## config.mk

```make
export PLATFORM = sky130hd
export DESIGN_NAME = timer2
export DESIGN_NICKNAME = d
export VERILOG_FILES = /design/src/source/timerPkg.sv /design/src/source/timerRegs.sv /design/src/source/timerCounter.sv /design/src/source/outputCompare.sv /design/src/source/timerIrq.sv /design/src/source/timer2.sv
export VERILOG_INCLUDE_DIRS = /design/src /design/src/source
export SDC_FILE = /design/constraint.sdc
export NUM_CORES = 1
export LEC_CHECK = 0
export BUFFER_PORTS_ARGS = -buffer_cell sky130_fd_sc_hd__buf_4
export CAP_MARGIN = 25
export CORE_MARGIN = 8
export CORE_UTILIZATION = 31
export DETAILED_ROUTE_END_ITERATION = 10
export MAX_ROUTING_LAYER = met4
export PLACE_DENSITY = 0.52
export SKIP_CTS_REPAIR_TIMING = 1
export SYNTH_ARGS = -nofsm -noshare
export SYNTH_HDL_FRONTEND = slang
export SYNTH_HIERARCHICAL = 1
export SYNTH_SLANG_ARGS = --single-unit
```

## constraint.sdc

```tcl
create_clock -name cp2 -period 3.29 [get_ports cp2]
set_input_delay 0.658 -clock cp2 [delete_from_list [all_inputs] [get_ports cp2]]
set_output_delay 0.658 -clock cp2 [all_outputs]
set_load 0.05 [all_outputs]
```

## src/source/timer_params.svh

```systemverilog
`ifndef TIMER_PARAMS_SVH
`define TIMER_PARAMS_SVH

// Bus widths
`define RAM_ADDR_W 12
`define IO_ADDR_W 6

// Data-space register addresses
`define TCCRA_ADDR 12'h0B0
`define TCCRB_ADDR 12'h0B1
`define TCNT_ADDR 12'h0B2
`define OCRA_ADDR 12'h0B3
`define OCRB_ADDR 12'h0B4
`define TIMSK_ADDR 12'h070

// I/O-space flag register
`define TIFR_ADDR 6'h17

// Interrupt vector numbers seen on the acknowledge bus
`define VEC_CMPA 6'd7
`define VEC_CMPB 6'd8
`define VEC_OVF 6'd9

`endif

```

## src/source/timerPkg.sv

```systemverilog
package timerPkg;

	typedef logic [7:0] byteT;

	// Encoding is {WGM2, WGM1, WGM0}
	typedef enum logic [2:0] {
		normal   = 3'b000,
		pcPwmFf  = 3'b001,
		ctc      = 3'b010,
		fastFf   = 3'b011,
		pcPwmOcr = 3'b101,
		fastOcr  = 3'b111
	} wgmT;

	typedef enum logic [1:0] {
		off    = 2'b00,
		toggle = 2'b01,
		clear  = 2'b10,
		set    = 2'b11
	} comT;

	function automatic logic isPcMode(wgmT mode);
		return (mode == pcPwmFf) || (mode == pcPwmOcr);
	endfunction

	function automatic logic isFastMode(wgmT mode);
		return (mode == fastFf) || (mode == fastOcr);
	endfunction

endpackage

```

## src/source/timerRegs.sv

```systemverilog
`timescale 1ns/1ns
`include "timer_params.svh"

module timerRegs (
	input  logic                   cp2,
	input  logic                   ireset,
	input  logic                   cp2en,
	input  logic                   tick,
	input  logic [`RAM_ADDR_W-1:0] ramAddr,
	input  logic                   ramwe,
	input  logic                   ramre,
	input  timerPkg::byteT         dbusIn,
	input  logic                   atTop,
	input  logic                   atBottom,
	input  timerPkg::byteT         tcnt,
	output timerPkg::wgmT          wgm,
	output timerPkg::comT          comA,
	output timerPkg::comT          comB,
	output logic [2:0]             csn,
	output logic                   focA,
	output logic                   focB,
	output timerPkg::byteT         ocrA,
	output timerPkg::byteT         ocrB,
	output logic [2:0]             timsk,
	output logic                   tcntWr,
	output timerPkg::byteT         tcntWrData,
	output timerPkg::byteT         dbusOut,
	output logic                   outEn
);

	timerPkg::byteT tccrA;
	timerPkg::byteT tccrB;
	timerPkg::byteT ocrABuf;
	timerPkg::byteT ocrBBuf;
	logic           wrEn;
	logic           ocrUpdate;
	logic           pwmMode;

	assign wrEn = ramwe && cp2en;

	assign wgm  = timerPkg::wgmT'({tccrB[3], tccrA[1:0]});
	assign comA = timerPkg::comT'(tccrA[7:6]);
	assign comB = timerPkg::comT'(tccrA[5:4]);
	assign csn  = tccrB[2:0];

	assign tcntWr     = wrEn && (ramAddr == `TCNT_ADDR);
	assign tcntWrData = dbusIn;

	// PWM modes reload the active compare value once per period
	assign pwmMode   = timerPkg::isPcMode(wgm) || timerPkg::isFastMode(wgm);
	assign ocrUpdate = tick && (timerPkg::isPcMode(wgm) ? atTop : atBottom);

	always_ff @(posedge cp2 or negedge ireset) begin
		if (!ireset) begin
			tccrA <= '0;
			tccrB <= '0;
			timsk <= '0;
			focA  <= 1'b0;
			focB  <= 1'b0;
		end else begin
			focA <= 1'b0; // Strobes last one cycle
			focB <= 1'b0;
			if (wrEn && (ramAddr == `TCCRA_ADDR)) begin
				tccrA <= dbusIn & 8'hF3; // Bits 3:2 unused
			end
			if (wrEn && (ramAddr == `TCCRB_ADDR)) begin
				tccrB <= dbusIn & 8'h0F; // FOC bits not stored
				focA  <= dbusIn[7];
				focB  <= dbusIn[6];
			end
			if (wrEn && (ramAddr == `TIMSK_ADDR)) begin
				timsk <= dbusIn[2:0];
			end
		end
	end

	always_ff @(posedge cp2 or negedge ireset) begin
		if (!ireset) begin
			ocrABuf <= '0;
			ocrBBuf <= '0;
			ocrA    <= '0;
			ocrB    <= '0;
		end else begin
			if (wrEn && (ramAddr == `OCRA_ADDR)) begin
				ocrABuf <= dbusIn;
				if (!pwmMode) ocrA <= dbusIn; // Direct load outside PWM
			end
			if (wrEn && (ramAddr == `OCRB_ADDR)) begin
				ocrBBuf <= dbusIn;
				if (!pwmMode) ocrB <= dbusIn;
			end
			if (pwmMode && ocrUpdate) begin
				ocrA <= ocrABuf;
				ocrB <= ocrBBuf;
			end
		end
	end

	always_comb begin
		dbusOut = '0;
		outEn   = 1'b0;
		if (ramre) begin
			outEn = 1'b1;
			case (ramAddr)
				`TCCRA_ADDR: dbusOut = tccrA;
				`TCCRB_ADDR: dbusOut = tccrB;
				`TCNT_ADDR:  dbusOut = tcnt;
				`OCRA_ADDR:  dbusOut = ocrABuf; // Buffer, not active value
				`OCRB_ADDR:  dbusOut = ocrBBuf;
				`TIMSK_ADDR: dbusOut = {5'b00000, timsk};
				default:     outEn = 1'b0;
			endcase
		end
	end

	// CPU never reads and writes data space in one cycle
	rdWrExclusive: assert property (@(posedge cp2) disable iff (!ireset)
		!(ramre && ramwe));

endmodule

```

## src/source/timerCounter.sv

```systemverilog
`timescale 1ns/1ns

module timerCounter (
	input  logic           cp2,
	input  logic           ireset,
	input  logic           tick,
	input  timerPkg::wgmT  wgm,
	input  timerPkg::byteT ocrA,
	input  logic           tcntWr,
	input  timerPkg::byteT tcntWrData,
	output timerPkg::byteT tcnt,
	output logic           cntDown,
	output logic           atTop,
	output logic           atBottom
);

	timerPkg::byteT top;
	logic           pcMode;

	assign pcMode = timerPkg::isPcMode(wgm);

	always_comb begin
		case (wgm)
			timerPkg::ctc,
			timerPkg::pcPwmOcr,
			timerPkg::fastOcr: top = ocrA;
			default:           top = 8'hFF;
		endcase
	end

	assign atTop    = (tcnt == top);
	assign atBottom = (tcnt == 8'h00);

	always_ff @(posedge cp2 or negedge ireset) begin
		if (!ireset) begin
			tcnt    <= '0;
			cntDown <= 1'b0;
		end else if (tcntWr) begin
			tcnt <= tcntWrData; // CPU write wins over a tick
		end else if (tick) begin
			if (pcMode) begin
				if (!cntDown) begin
					if (atTop) begin
						tcnt    <= top - 8'd1; // Turn at TOP
						cntDown <= 1'b1;
					end else begin
						tcnt <= tcnt + 8'd1;
					end
				end else begin
					if (atBottom) begin
						tcnt    <= 8'h01; // Turn at BOTTOM
						cntDown <= 1'b0;
					end else begin
						tcnt <= tcnt - 8'd1;
					end
				end
			end else begin
				cntDown <= 1'b0;
				case (wgm)
					timerPkg::ctc,
					timerPkg::fastOcr: tcnt <= atTop ? 8'h00 : tcnt + 8'd1;
					default:           tcnt <= tcnt + 8'd1; // Free-running wrap
				endcase
			end
		end
	end

	// Direction must flip back to up once BOTTOM is reached
	noDownAtBottom: assert property (@(posedge cp2) disable iff (!ireset)
		(tick && !tcntWr && pcMode && atBottom) |=> !cntDown);

endmodule

```

## src/source/outputCompare.sv

```systemverilog
`timescale 1ns/1ns

module outputCompare (
	input  logic           cp2,
	input  logic           ireset,
	input  logic           tick,
	input  timerPkg::wgmT  wgm,
	input  timerPkg::comT  com,
	input  logic           foc,
	input  timerPkg::byteT ocr,
	input  timerPkg::byteT tcnt,
	input  logic           cntDown,
	input  logic           cmpBlock,
	output logic           oc
);

	logic match;
	logic setOnMatch;

	assign match      = (tcnt == ocr);
	assign setOnMatch = (com == timerPkg::set);

	always_ff @(posedge cp2 or negedge ireset) begin
		if (!ireset) begin
			oc <= 1'b0;
		end else if (com == timerPkg::off) begin
			oc <= 1'b0; // Unit disconnected
		end else if (!cmpBlock) begin
			if (timerPkg::isFastMode(wgm)) begin
				if (com == timerPkg::toggle) begin
					oc <= 1'b0; // No toggle in PWM
				end else if (tick) begin
					if (match) begin
						oc <= setOnMatch;
					end else if (tcnt == 8'h00) begin
						oc <= !setOnMatch; // Opposite level at BOTTOM
					end
				end
			end else if (timerPkg::isPcMode(wgm)) begin
				if (com == timerPkg::toggle) begin
					oc <= 1'b0;
				end else if (tick && match) begin
					// Level inverts between the up and down slope
					oc <= setOnMatch ^ cntDown;
				end
			end else begin
				if ((tick && match) || foc) begin
					case (com)
						timerPkg::toggle: oc <= !oc;
						timerPkg::clear:  oc <= 1'b0;
						timerPkg::set:    oc <= 1'b1;
						default:          oc <= 1'b0;
					endcase
				end
			end
		end
	end

endmodule

```

## src/source/timerIrq.sv

```systemverilog
`timescale 1ns/1ns
`include "timer_params.svh"

module timerIrq (
	input  logic                  cp2,
	input  logic                  ireset,
	input  logic                  cp2en,
	input  logic                  tick,
	input  timerPkg::wgmT         wgm,
	input  timerPkg::byteT        tcnt,
	input  logic                  cntDown,
	input  logic                  atTop,
	input  logic                  matchA,
	input  logic                  matchB,
	input  logic [2:0]            timsk,
	input  logic [`IO_ADDR_W-1:0] ioAddr,
	input  logic                  iowe,
	input  timerPkg::byteT        dbusIn,
	input  logic [`IO_ADDR_W-1:0] irqackAddr,
	input  logic                  irqack,
	output timerPkg::byteT        tifr,
	output logic                  ovfIrq,
	output logic                  cmpAIrq,
	output logic                  cmpBIrq
);

	logic [2:0] flags; // {OCFB, OCFA, TOV}
	logic [2:0] setFlag;
	logic [2:0] clrFlag;
	logic       ovfCond;
	logic       tifrWr;

	always_comb begin
		case (wgm)
			timerPkg::pcPwmFf,
			timerPkg::pcPwmOcr: ovfCond = (tcnt == 8'h00) && cntDown;
			timerPkg::normal,
			timerPkg::ctc,
			timerPkg::fastFf:   ovfCond = (tcnt == 8'hFF);
			timerPkg::fastOcr:  ovfCond = atTop;
			default:            ovfCond = 1'b0;
		endcase
	end

	assign setFlag = {3{tick}} & {matchB, matchA, ovfCond};

	assign tifrWr = cp2en && iowe && (ioAddr == `TIFR_ADDR);

	assign clrFlag[0] = (cp2en && irqack && (irqackAddr == `VEC_OVF)) || (tifrWr && dbusIn[0]);
	assign clrFlag[1] = (cp2en && irqack && (irqackAddr == `VEC_CMPA)) || (tifrWr && dbusIn[1]);
	assign clrFlag[2] = (cp2en && irqack && (irqackAddr == `VEC_CMPB)) || (tifrWr && dbusIn[2]);

	always_ff @(posedge cp2 or negedge ireset) begin
		if (!ireset) begin
			flags <= '0;
		end else begin
			// New event beats a clear in the same cycle
			flags <= setFlag | (flags & ~clrFlag);
		end
	end

	assign tifr    = {5'b00000, flags};
	assign ovfIrq  = flags[0] && timsk[0];
	assign cmpAIrq = flags[1] && timsk[1];
	assign cmpBIrq = flags[2] && timsk[2];

	// CPU acks only an enabled pending request
	ackNeedsIrq: assert property (@(posedge cp2) disable iff (!ireset)
		irqack |-> ((irqackAddr != `VEC_OVF) || ovfIrq)
			&& ((irqackAddr != `VEC_CMPA) || cmpAIrq)
			&& ((irqackAddr != `VEC_CMPB) || cmpBIrq));

endmodule

```

## src/source/timer2.sv

```systemverilog
`timescale 1ns/1ns
`include "timer_params.svh"

module timer2 (
	input  logic                   cp2,
	input  logic                   ireset,
	input  logic                   cp2en,
	input  logic                   tmrCp2en,
	input  logic                   clkEn,
	input  logic [`RAM_ADDR_W-1:0] ramAddr,
	input  logic                   ramwe,
	input  logic                   ramre,
	input  logic [`IO_ADDR_W-1:0]  ioAddr,
	input  logic                   iowe,
	input  logic                   iore,
	input  timerPkg::byteT         dbusIn,
	input  logic [`IO_ADDR_W-1:0]  irqackAddr,
	input  logic                   irqack,
	output timerPkg::byteT         dbusOut,
	output logic                   outEn,
	output logic [2:0]             csn,
	output logic                   ocA,
	output logic                   ocB,
	output logic                   ocAEn,
	output logic                   ocBEn,
	output logic                   ovfIrq,
	output logic                   cmpAIrq,
	output logic                   cmpBIrq
);

	timerPkg::wgmT  wgm;
	timerPkg::comT  comA;
	timerPkg::comT  comB;
	timerPkg::byteT ocrA;
	timerPkg::byteT ocrB;
	timerPkg::byteT tcnt;
	timerPkg::byteT tcntWrData;
	timerPkg::byteT regDbus;
	timerPkg::byteT tifr;
	logic [2:0]     timsk;
	logic           tick;
	logic           focA;
	logic           focB;
	logic           tcntWr;
	logic           regOutEn;
	logic           cntDown;
	logic           atTop;
	logic           atBottom;
	logic           ioRd;

	assign tick = tmrCp2en && clkEn; // Prescaled timer step

	timerRegs uRegs (
		.cp2(cp2), .ireset(ireset), .cp2en(cp2en), .tick(tick),
		.ramAddr(ramAddr), .ramwe(ramwe), .ramre(ramre), .dbusIn(dbusIn),
		.atTop(atTop), .atBottom(atBottom), .tcnt(tcnt),
		.wgm(wgm), .comA(comA), .comB(comB), .csn(csn), .focA(focA), .focB(focB),
		.ocrA(ocrA), .ocrB(ocrB), .timsk(timsk), .tcntWr(tcntWr),
		.tcntWrData(tcntWrData), .dbusOut(regDbus), .outEn(regOutEn)
	);

	timerCounter uCounter (
		.cp2(cp2), .ireset(ireset), .tick(tick), .wgm(wgm), .ocrA(ocrA),
		.tcntWr(tcntWr), .tcntWrData(tcntWrData),
		.tcnt(tcnt), .cntDown(cntDown), .atTop(atTop), .atBottom(atBottom)
	);

	outputCompare cmpA (
		.cp2(cp2), .ireset(ireset), .tick(tick), .wgm(wgm), .com(comA), .foc(focA),
		.ocr(ocrA), .tcnt(tcnt), .cntDown(cntDown), .cmpBlock(tcntWr), .oc(ocA)
	);

	outputCompare cmpB (
		.cp2(cp2), .ireset(ireset), .tick(tick), .wgm(wgm), .com(comB), .foc(focB),
		.ocr(ocrB), .tcnt(tcnt), .cntDown(cntDown), .cmpBlock(tcntWr), .oc(ocB)
	);

	timerIrq uIrq (
		.cp2(cp2), .ireset(ireset), .cp2en(cp2en), .tick(tick), .wgm(wgm),
		.tcnt(tcnt), .cntDown(cntDown), .atTop(atTop),
		.matchA(tcnt == ocrA), .matchB(tcnt == ocrB), .timsk(timsk),
		.ioAddr(ioAddr), .iowe(iowe), .dbusIn(dbusIn),
		.irqackAddr(irqackAddr), .irqack(irqack),
		.tifr(tifr), .ovfIrq(ovfIrq), .cmpAIrq(cmpAIrq), .cmpBIrq(cmpBIrq)
	);

	// Pin drivers follow COM and waveform mode
	assign ocAEn = comA[1] || (comA[0] && (wgm[2] || !wgm[0]));
	assign ocBEn = comB[1] || (comB[0] && !wgm[2] && !wgm[0]);

	assign ioRd    = iore && (ioAddr == `TIFR_ADDR);
	assign dbusOut = ioRd ? tifr : regDbus; // I/O read first
	assign outEn   = ioRd || regOutEn;

endmodule

```

# == Word level (Yosys, flattened, before mapping) ==
# Cells that the tools add are included.
# W data, S select, Z words.
# totals
register_bits,61
latch_bits,0
ram_bits,0
rom_bits,0
input_bits,42
out_inout_bits,19
wordCells,173
memories,0
# op_classes
n_addsub,3
multipliers,0
div_mod_pow,0
magnitude_cmp,0
n_eq_ne,32
shifts,0
mux,51
n_bitwise,7
n_reduce_logical,66
# op_table
operator,n
$mux W8,16
$eq A12 B8 Y1 const B,5
$pmux W8 S6,1
$mux W1,31
$logic_and A1 B1 Y1,29
$eq A8 B8 Y1,3
$sub A8 B1 Y8 const B,2
$eq A12 B7 Y1 const B,1
$eq A6 B4 Y1 const B,2
$logic_or A1 B1 Y1,12
$ne A5 B1 Y1 const B,2
$reduce_and A5 Y1,2
$add A8 B1 Y8 const B,1
$eq A8 B8 Y1 const B,1
$logic_not A8 Y1,1
$reduce_bool A4 Y1,2
$and A3 B3 Y3,2
$eq A3 B2 Y1 const B,2
$eq A3 B3 Y1 const B,2
$eq A6 B3 Y1 const B,1
$eq A6 B5 Y1 const B,1
$logic_not A1 Y1,6
$reduce_and A2 Y1,3
$reduce_bool A2 Y1,3
20 further kinds,28

# == Logic depth before layout (Yosys ltp) ==
# depth
ltp_word,9
mapped_depth,14
mapped_depth_nobuf,10

# == Cells and area by module ==
# Netlist, hierarchy kept.
# modules_own_cells
module,instances,cells_each,area_each_um2,seq_area_each_um2
timerRegs,1,231,2566.2,1176.1
timerCounter,1,201,1436.4,225.2
outputCompare,2,33,262.8,25.0
timer2,1,39,344.1,0.0
timerIrq,1,39,317.8,75.1

# == Least setup slack after synthesis ==
# OpenSTA, ideal clock, no wires.
# synth_timing
path_type,register to register
start,reg uRegs.tccrA[0]
end,reg uRegs.ocrB[5]
setup_time_ps,87
arrival_ps,3043
t_required_ps,3203
path_slack_ps,160
stages_incl_launch_ff,14
n_path_buf,4
period_less_slack_ps,3130
path_cell_list,dfrtp_1 > buf_6 > or4b_1 > o211a_1 > nor4_1 > nand4_2 > buf_6 > inv_1 > mux2_2 > and3_1 > clkbuf_1 > clkbuf_1 > nand2_1 > o211ai_1
# synth_via
elab_chain_cells,9
word_cells_on_any_way,18
classes_between,eq/ne: 7; mux: 3; reduce/logical: 8
# synth_lines
element,line_no,rtl
"start, declared",timerRegs.sv:31,timerPkg::byteT tccrA;
"start signal, assigned",timerRegs.sv:64,tccrA <= dbusIn & 8'hF3;
$eq A3 B2 Y1 / $eq A3 B3 Y1 (equally long branches),timerCounter.sv:23,case (wgm)
$reduce_or A3 Y1 (*),timerCounter.sv:23,
$mux W8 (*),timerCounter.sv:23,
$eq A8 B8 Y1 (*),timerCounter.sv:31,assign atTop = (tcnt == top);
named net atTop,timer2.sv:47,logic atTop;
$mux W1 (*),timerRegs.sv:51,assign ocrUpdate = tick && (timerPkg::isPcMode(wgm) ? atTop : atBottom);
$logic_and A1 B1 Y1 (*),timerRegs.sv:51,
$logic_and A1 B1 Y1 (*),timerRegs.sv:92,if (pwmMode && ocrUpdate) begin
$ne A2 B2 Y1 (no line) / $reduce_bool A2 Y1 (equally long branches),-,
$reduce_and A2 Y1 (no line),-,
"end signal, assigned",timerRegs.sv:90,if (!pwmMode) ocrB <= dbusIn;
"end signal, assigned",timerRegs.sv:94,ocrB <= ocrBBuf;
"end, declared",timerRegs.sv:23,"output timerPkg::byteT ocrB,"
# The timed path passes the listed nets; every way through them passes the cells marked *.
# A chain may end at the register's enable or synchronous reset.

# == Worst setup path in the final report ==
# layout_timing
start,in ramAddr[6]
end,out dbusOut[6]
# layout_via
elab_chain_cells,4
word_cells_on_any_way,9
classes_between,eq/ne: 6; mux: 3
# layout_lines
element,line_no,rtl
"start, declared",timer2.sv:10,"input logic [`RAM_ADDR_W-1:0] ramAddr,"
$eq A12 B7 Y1 / $eq A12 B8 Y1 (equally long branches),timerRegs.sv:104,case (ramAddr)
$pmux W8 S6 (*),timerRegs.sv:104,
$mux W8 (*),timerRegs.sv:102,if (ramre) begin
named net regDbus[6],timer2.sv:38,timerPkg::byteT regDbus;
$mux W8 (*),timer2.sv:92,assign dbusOut = ioRd ? tifr : regDbus;
"end, declared",timer2.sv:19,"output timerPkg::byteT dbusOut,"
# Marked as above.

==> metrics.md <==
| Metric | Value |
|---|---|
| Outcome | finished clean |
| Initial antenna violation count | 0 |
| Remaining global-route overflow | 0 |
| Max-slew violation count | 0 |
| Final wirelength | between 15 and 20 mm |
| Initial core utilization | 31.5% |
| Worst Skew | 0.00894 ns |
| Worst r2r path cells | 11 |
| Avg Inst Size Synth | around 9.0 sq um |
| Die Span Y | between 100 and 150 um |
| Worst VDD drop | between 0.0002 and 0.00025 V |
| Routed Antenna Nets | 0 |
| CTS tree | done |
| Vias in the first global route | a little under 5,000 |
| Cell area after synthesis | slightly above 0.005 sq mm |
| Synth Register Bits | 61 |
| Fin crit share | between 90% and 100% |
| Final core utilization | a little under two fifths |
| Pwr/cell area | 416 mW/mm^2 |
| Pre-antenna DRT Iters | 5 |
| Detail Placement HPWL | between 10 and 15 mm |
| Required time worst endpoint | between 2 and 3 ns |
| Layout cells sized above 1 | 25.9% |
| Global-route wire length before repair | around 28 mm |
| Clk slew on worst S/H paths | 0.06 ns |
| CP startpoint kind | input pin |
| CORE AREA | 0.0165 sq mm |
| CP endpoint kind | output pin |
| GRT Overall Usage | 17.4% |
| GPL Wtd Cong | 0.876 |
| Most frequent cells in the layout | buf_4, dfrtp_1, nand2_1, mux2_2, a21oi_1 |
| MaxCap Viol Count | 0 |
| Slew @ Worst Pin | around 0.83 ns |
| Largest net degree at the start of global routing | between 60 and 70 |
| Crit path max fanout | 6 |
| I/O pin cnt | 61 |
| Lkg Pwr | roughly 2.8 nW |
| Post-route DRC | 0 |
| Routed WL per cell | 20.9 um |
| Worst R2R Setup Slack | 0.40 ns |
| Unrepaired setup endpoints after global routing | no |
| Fmax | ~340 MHz |
| Clock latency on the worst-skew pair | 0.35 ns |
| Critical Path AT | about 2.3 ns |
| Fin area | roughly 0.0062 sq mm |
| Area Overhead vs Synth | 20.1% |
| Commonest non-fill, non-tap cell in the layout | buf_4 |
| Number of inserted diodes | 0 |
| TritonCTS Buffers | 9 |
| Hold crit path type | in2async |
| Top_reg_cell synth | dfrtp_1 |
| Initial drt markers | ~470 |
| PortBufs | 60 |
| Die X | between 100 and 150 um |
| CTS root buffer | clkbuf_16 |
| Buffer depth of the longest clock path | 2 |
| Setup TNS | 0 ns |
| Final Net Count | 687 |
| Rows | 47 |
| Final Hold Fails | 0 |
| H-tree depth | 3 |
| Synth warnings | 6 |
| Total die area | roughly 0.021 sq mm |
| Cell variety after synth | roughly 70 |
| Post-synth EDFFs | 0 |
| Vias per cell | 5.58 |
| Placed cell area | approximately 0.006 sq mm |
| Share of the yosys chip area belonging to registers | between 20% and 30% |
| Final setup violation count | 0 |
| Slew HR | about 44% |
| Asr flop ratio synth | 100% |
| Vias | roughly 4,800 |
| TritonCTS Sinks | slightly above 60 |
| Cells after synthesis | between 500 and 600 |
| Worst Path Class, Setup | in2out |
| Final min period | just under 3 ns |
[logic make-up after synthesis]
family	share of synthesized area (%)
DFF	29.4
other	0.0723
muxes	14.0
AOI/OAI and AO/OA	17.2
and+or+nand+nor	25.4
buffers and inverters	5.54
adders and majority gates	0.964
xor gates and xnor gates	7.43
[per-layer routing]
| layer | GRT usage, % | share of wire, % | wire (um) | vias up |
|---|---|---|---|---|
| li1 | - | - | - | 2289 |
| met1 | 22.8 | 48 | 8640 | 2386 |
| met2 | 27.3 | 47 | 8600 | 137 |
| met3 | 2.30 | 3.6 | 659 | 16 |
| met4 | 5.36 | 1.2 | 220 | 0 |
| met5 | - | 0 | 0 | - |
[report_power, final]
group | switching [mW] | internal (mW) | leakage [nW]
sequential | 0.0740 | 0.788 | 0.839
clock | 0.390 | 0.534 | 0.127
combinational | 0.490 | 0.317 | 1.80
[synthesized netlist by cell type (all sizes together), types with 3 or more instances]
library cell  instances  share of area (%)
a21o                  3               0.43
clkbuf               18                1.3
nor3b                 3               0.43
xor2                 19                3.2
mux2                 44                 10
nand2                50                3.6
xnor2                25                4.2
and3                  6               0.77
a21boi                4               0.58
or4b                  8                1.5
o22ai                10                1.2
o211ai                9                1.3
nand4                 9                1.5
nor2                 22                1.6
a32oi                 3               0.51
nor2b                 8               0.96
nand4b                6                1.3
nand2b                6               0.72
o41ai                 3               0.51
o31ai                 3               0.43
ha                    4               0.96
a211oi               17                2.5
inv                  18                1.3
o211a                 8                1.5
and2                 10                1.2
a32o                  3               0.58
mux2i                20                3.9
nand3                19                1.8
o21ai                23                2.2
dfrtp                61                 29
nor4                 20                3.5
a21oi                32                3.1
nor3                 17                1.9
or3                   7               0.84
nor4b                 3               0.75
buf                  21                2.9
or4                   7                1.0
[critical path, cell delays in order]
cell and delay, ns:
buf_4 0.12, and4b_1 0.36, nand3_1 0.18, nor3_1 0.46
and2_1 0.22, mux2_2 0.14, buf_4 0.19
[sequential cells by signal, indices dropped and copies added (netlist names)]
signal and cells:
uCounter/cntDown 1, uRegs/ocrABuf 8, uRegs/tccrA 6, uIrq/flags 3, uRegs/focA 1, cmpB/oc 1
cmpA/oc 1, uRegs/ocrA 8, uRegs/ocrBBuf 8, uCounter/tcnt 8, uRegs/timsk 3, uRegs/ocrB 8
uRegs/focB 1, uRegs/tccrB 4
[path summary, 6_finish.rpt]
| path | to | from |
|---|---|---|
| max in group asynchronous | uRegs/ocrB[1]$_DFFE_PN0P_ | ireset |
| hold reg to reg | uRegs/ocrA[7]$_DFFE_PN0P_ | uRegs/ocrABuf[7]$_DFFE_PN0P_ |
| setup reg to reg | uRegs/ocrB[0]$_DFFE_PN0P_ | uRegs/tccrB[3]$_DFFE_PN0N_ |
| min in group cp2 | uRegs/ocrA[7]$_DFFE_PN0P_ | uRegs/ocrABuf[7]$_DFFE_PN0P_ |
| setup / recovery | dbusOut[6] | ramAddr[6] |
| hold / removal | uCounter/tcnt[4]$_DFFE_PN0P_ | ireset |
[cell type report]
| type | instances | area (sq um) |
|---|---|---|
| Fill cell | 1741 | 10200 |
| Multi-Input combinational cell | 462 | 3400 |
| Sequential cell | 61 | 1530 |
| Timing Repair Buffer | 89 | 681 |
| Tap cell | 220 | 275 |
| Clock buffer | 10 | 239 |
| Inverter | 18 | 67.6 |
| Clock inverter | 6 | 47.5 |
[metrics by stage]
stage	std cells	total power, mW	worst slack (ns)	hold WS, ns
detailed placement	850	1.66	0.292	0.512
floorplan	580	1.35	0.160	0.362
global route	866	2.72	0.130	0.478
global placement	850	1.65	0.340	0.493
finish	866	2.59	0.309	0.408
CTS	866	2.59	0.278	0.436
Power figures use the tool's default switching activity.
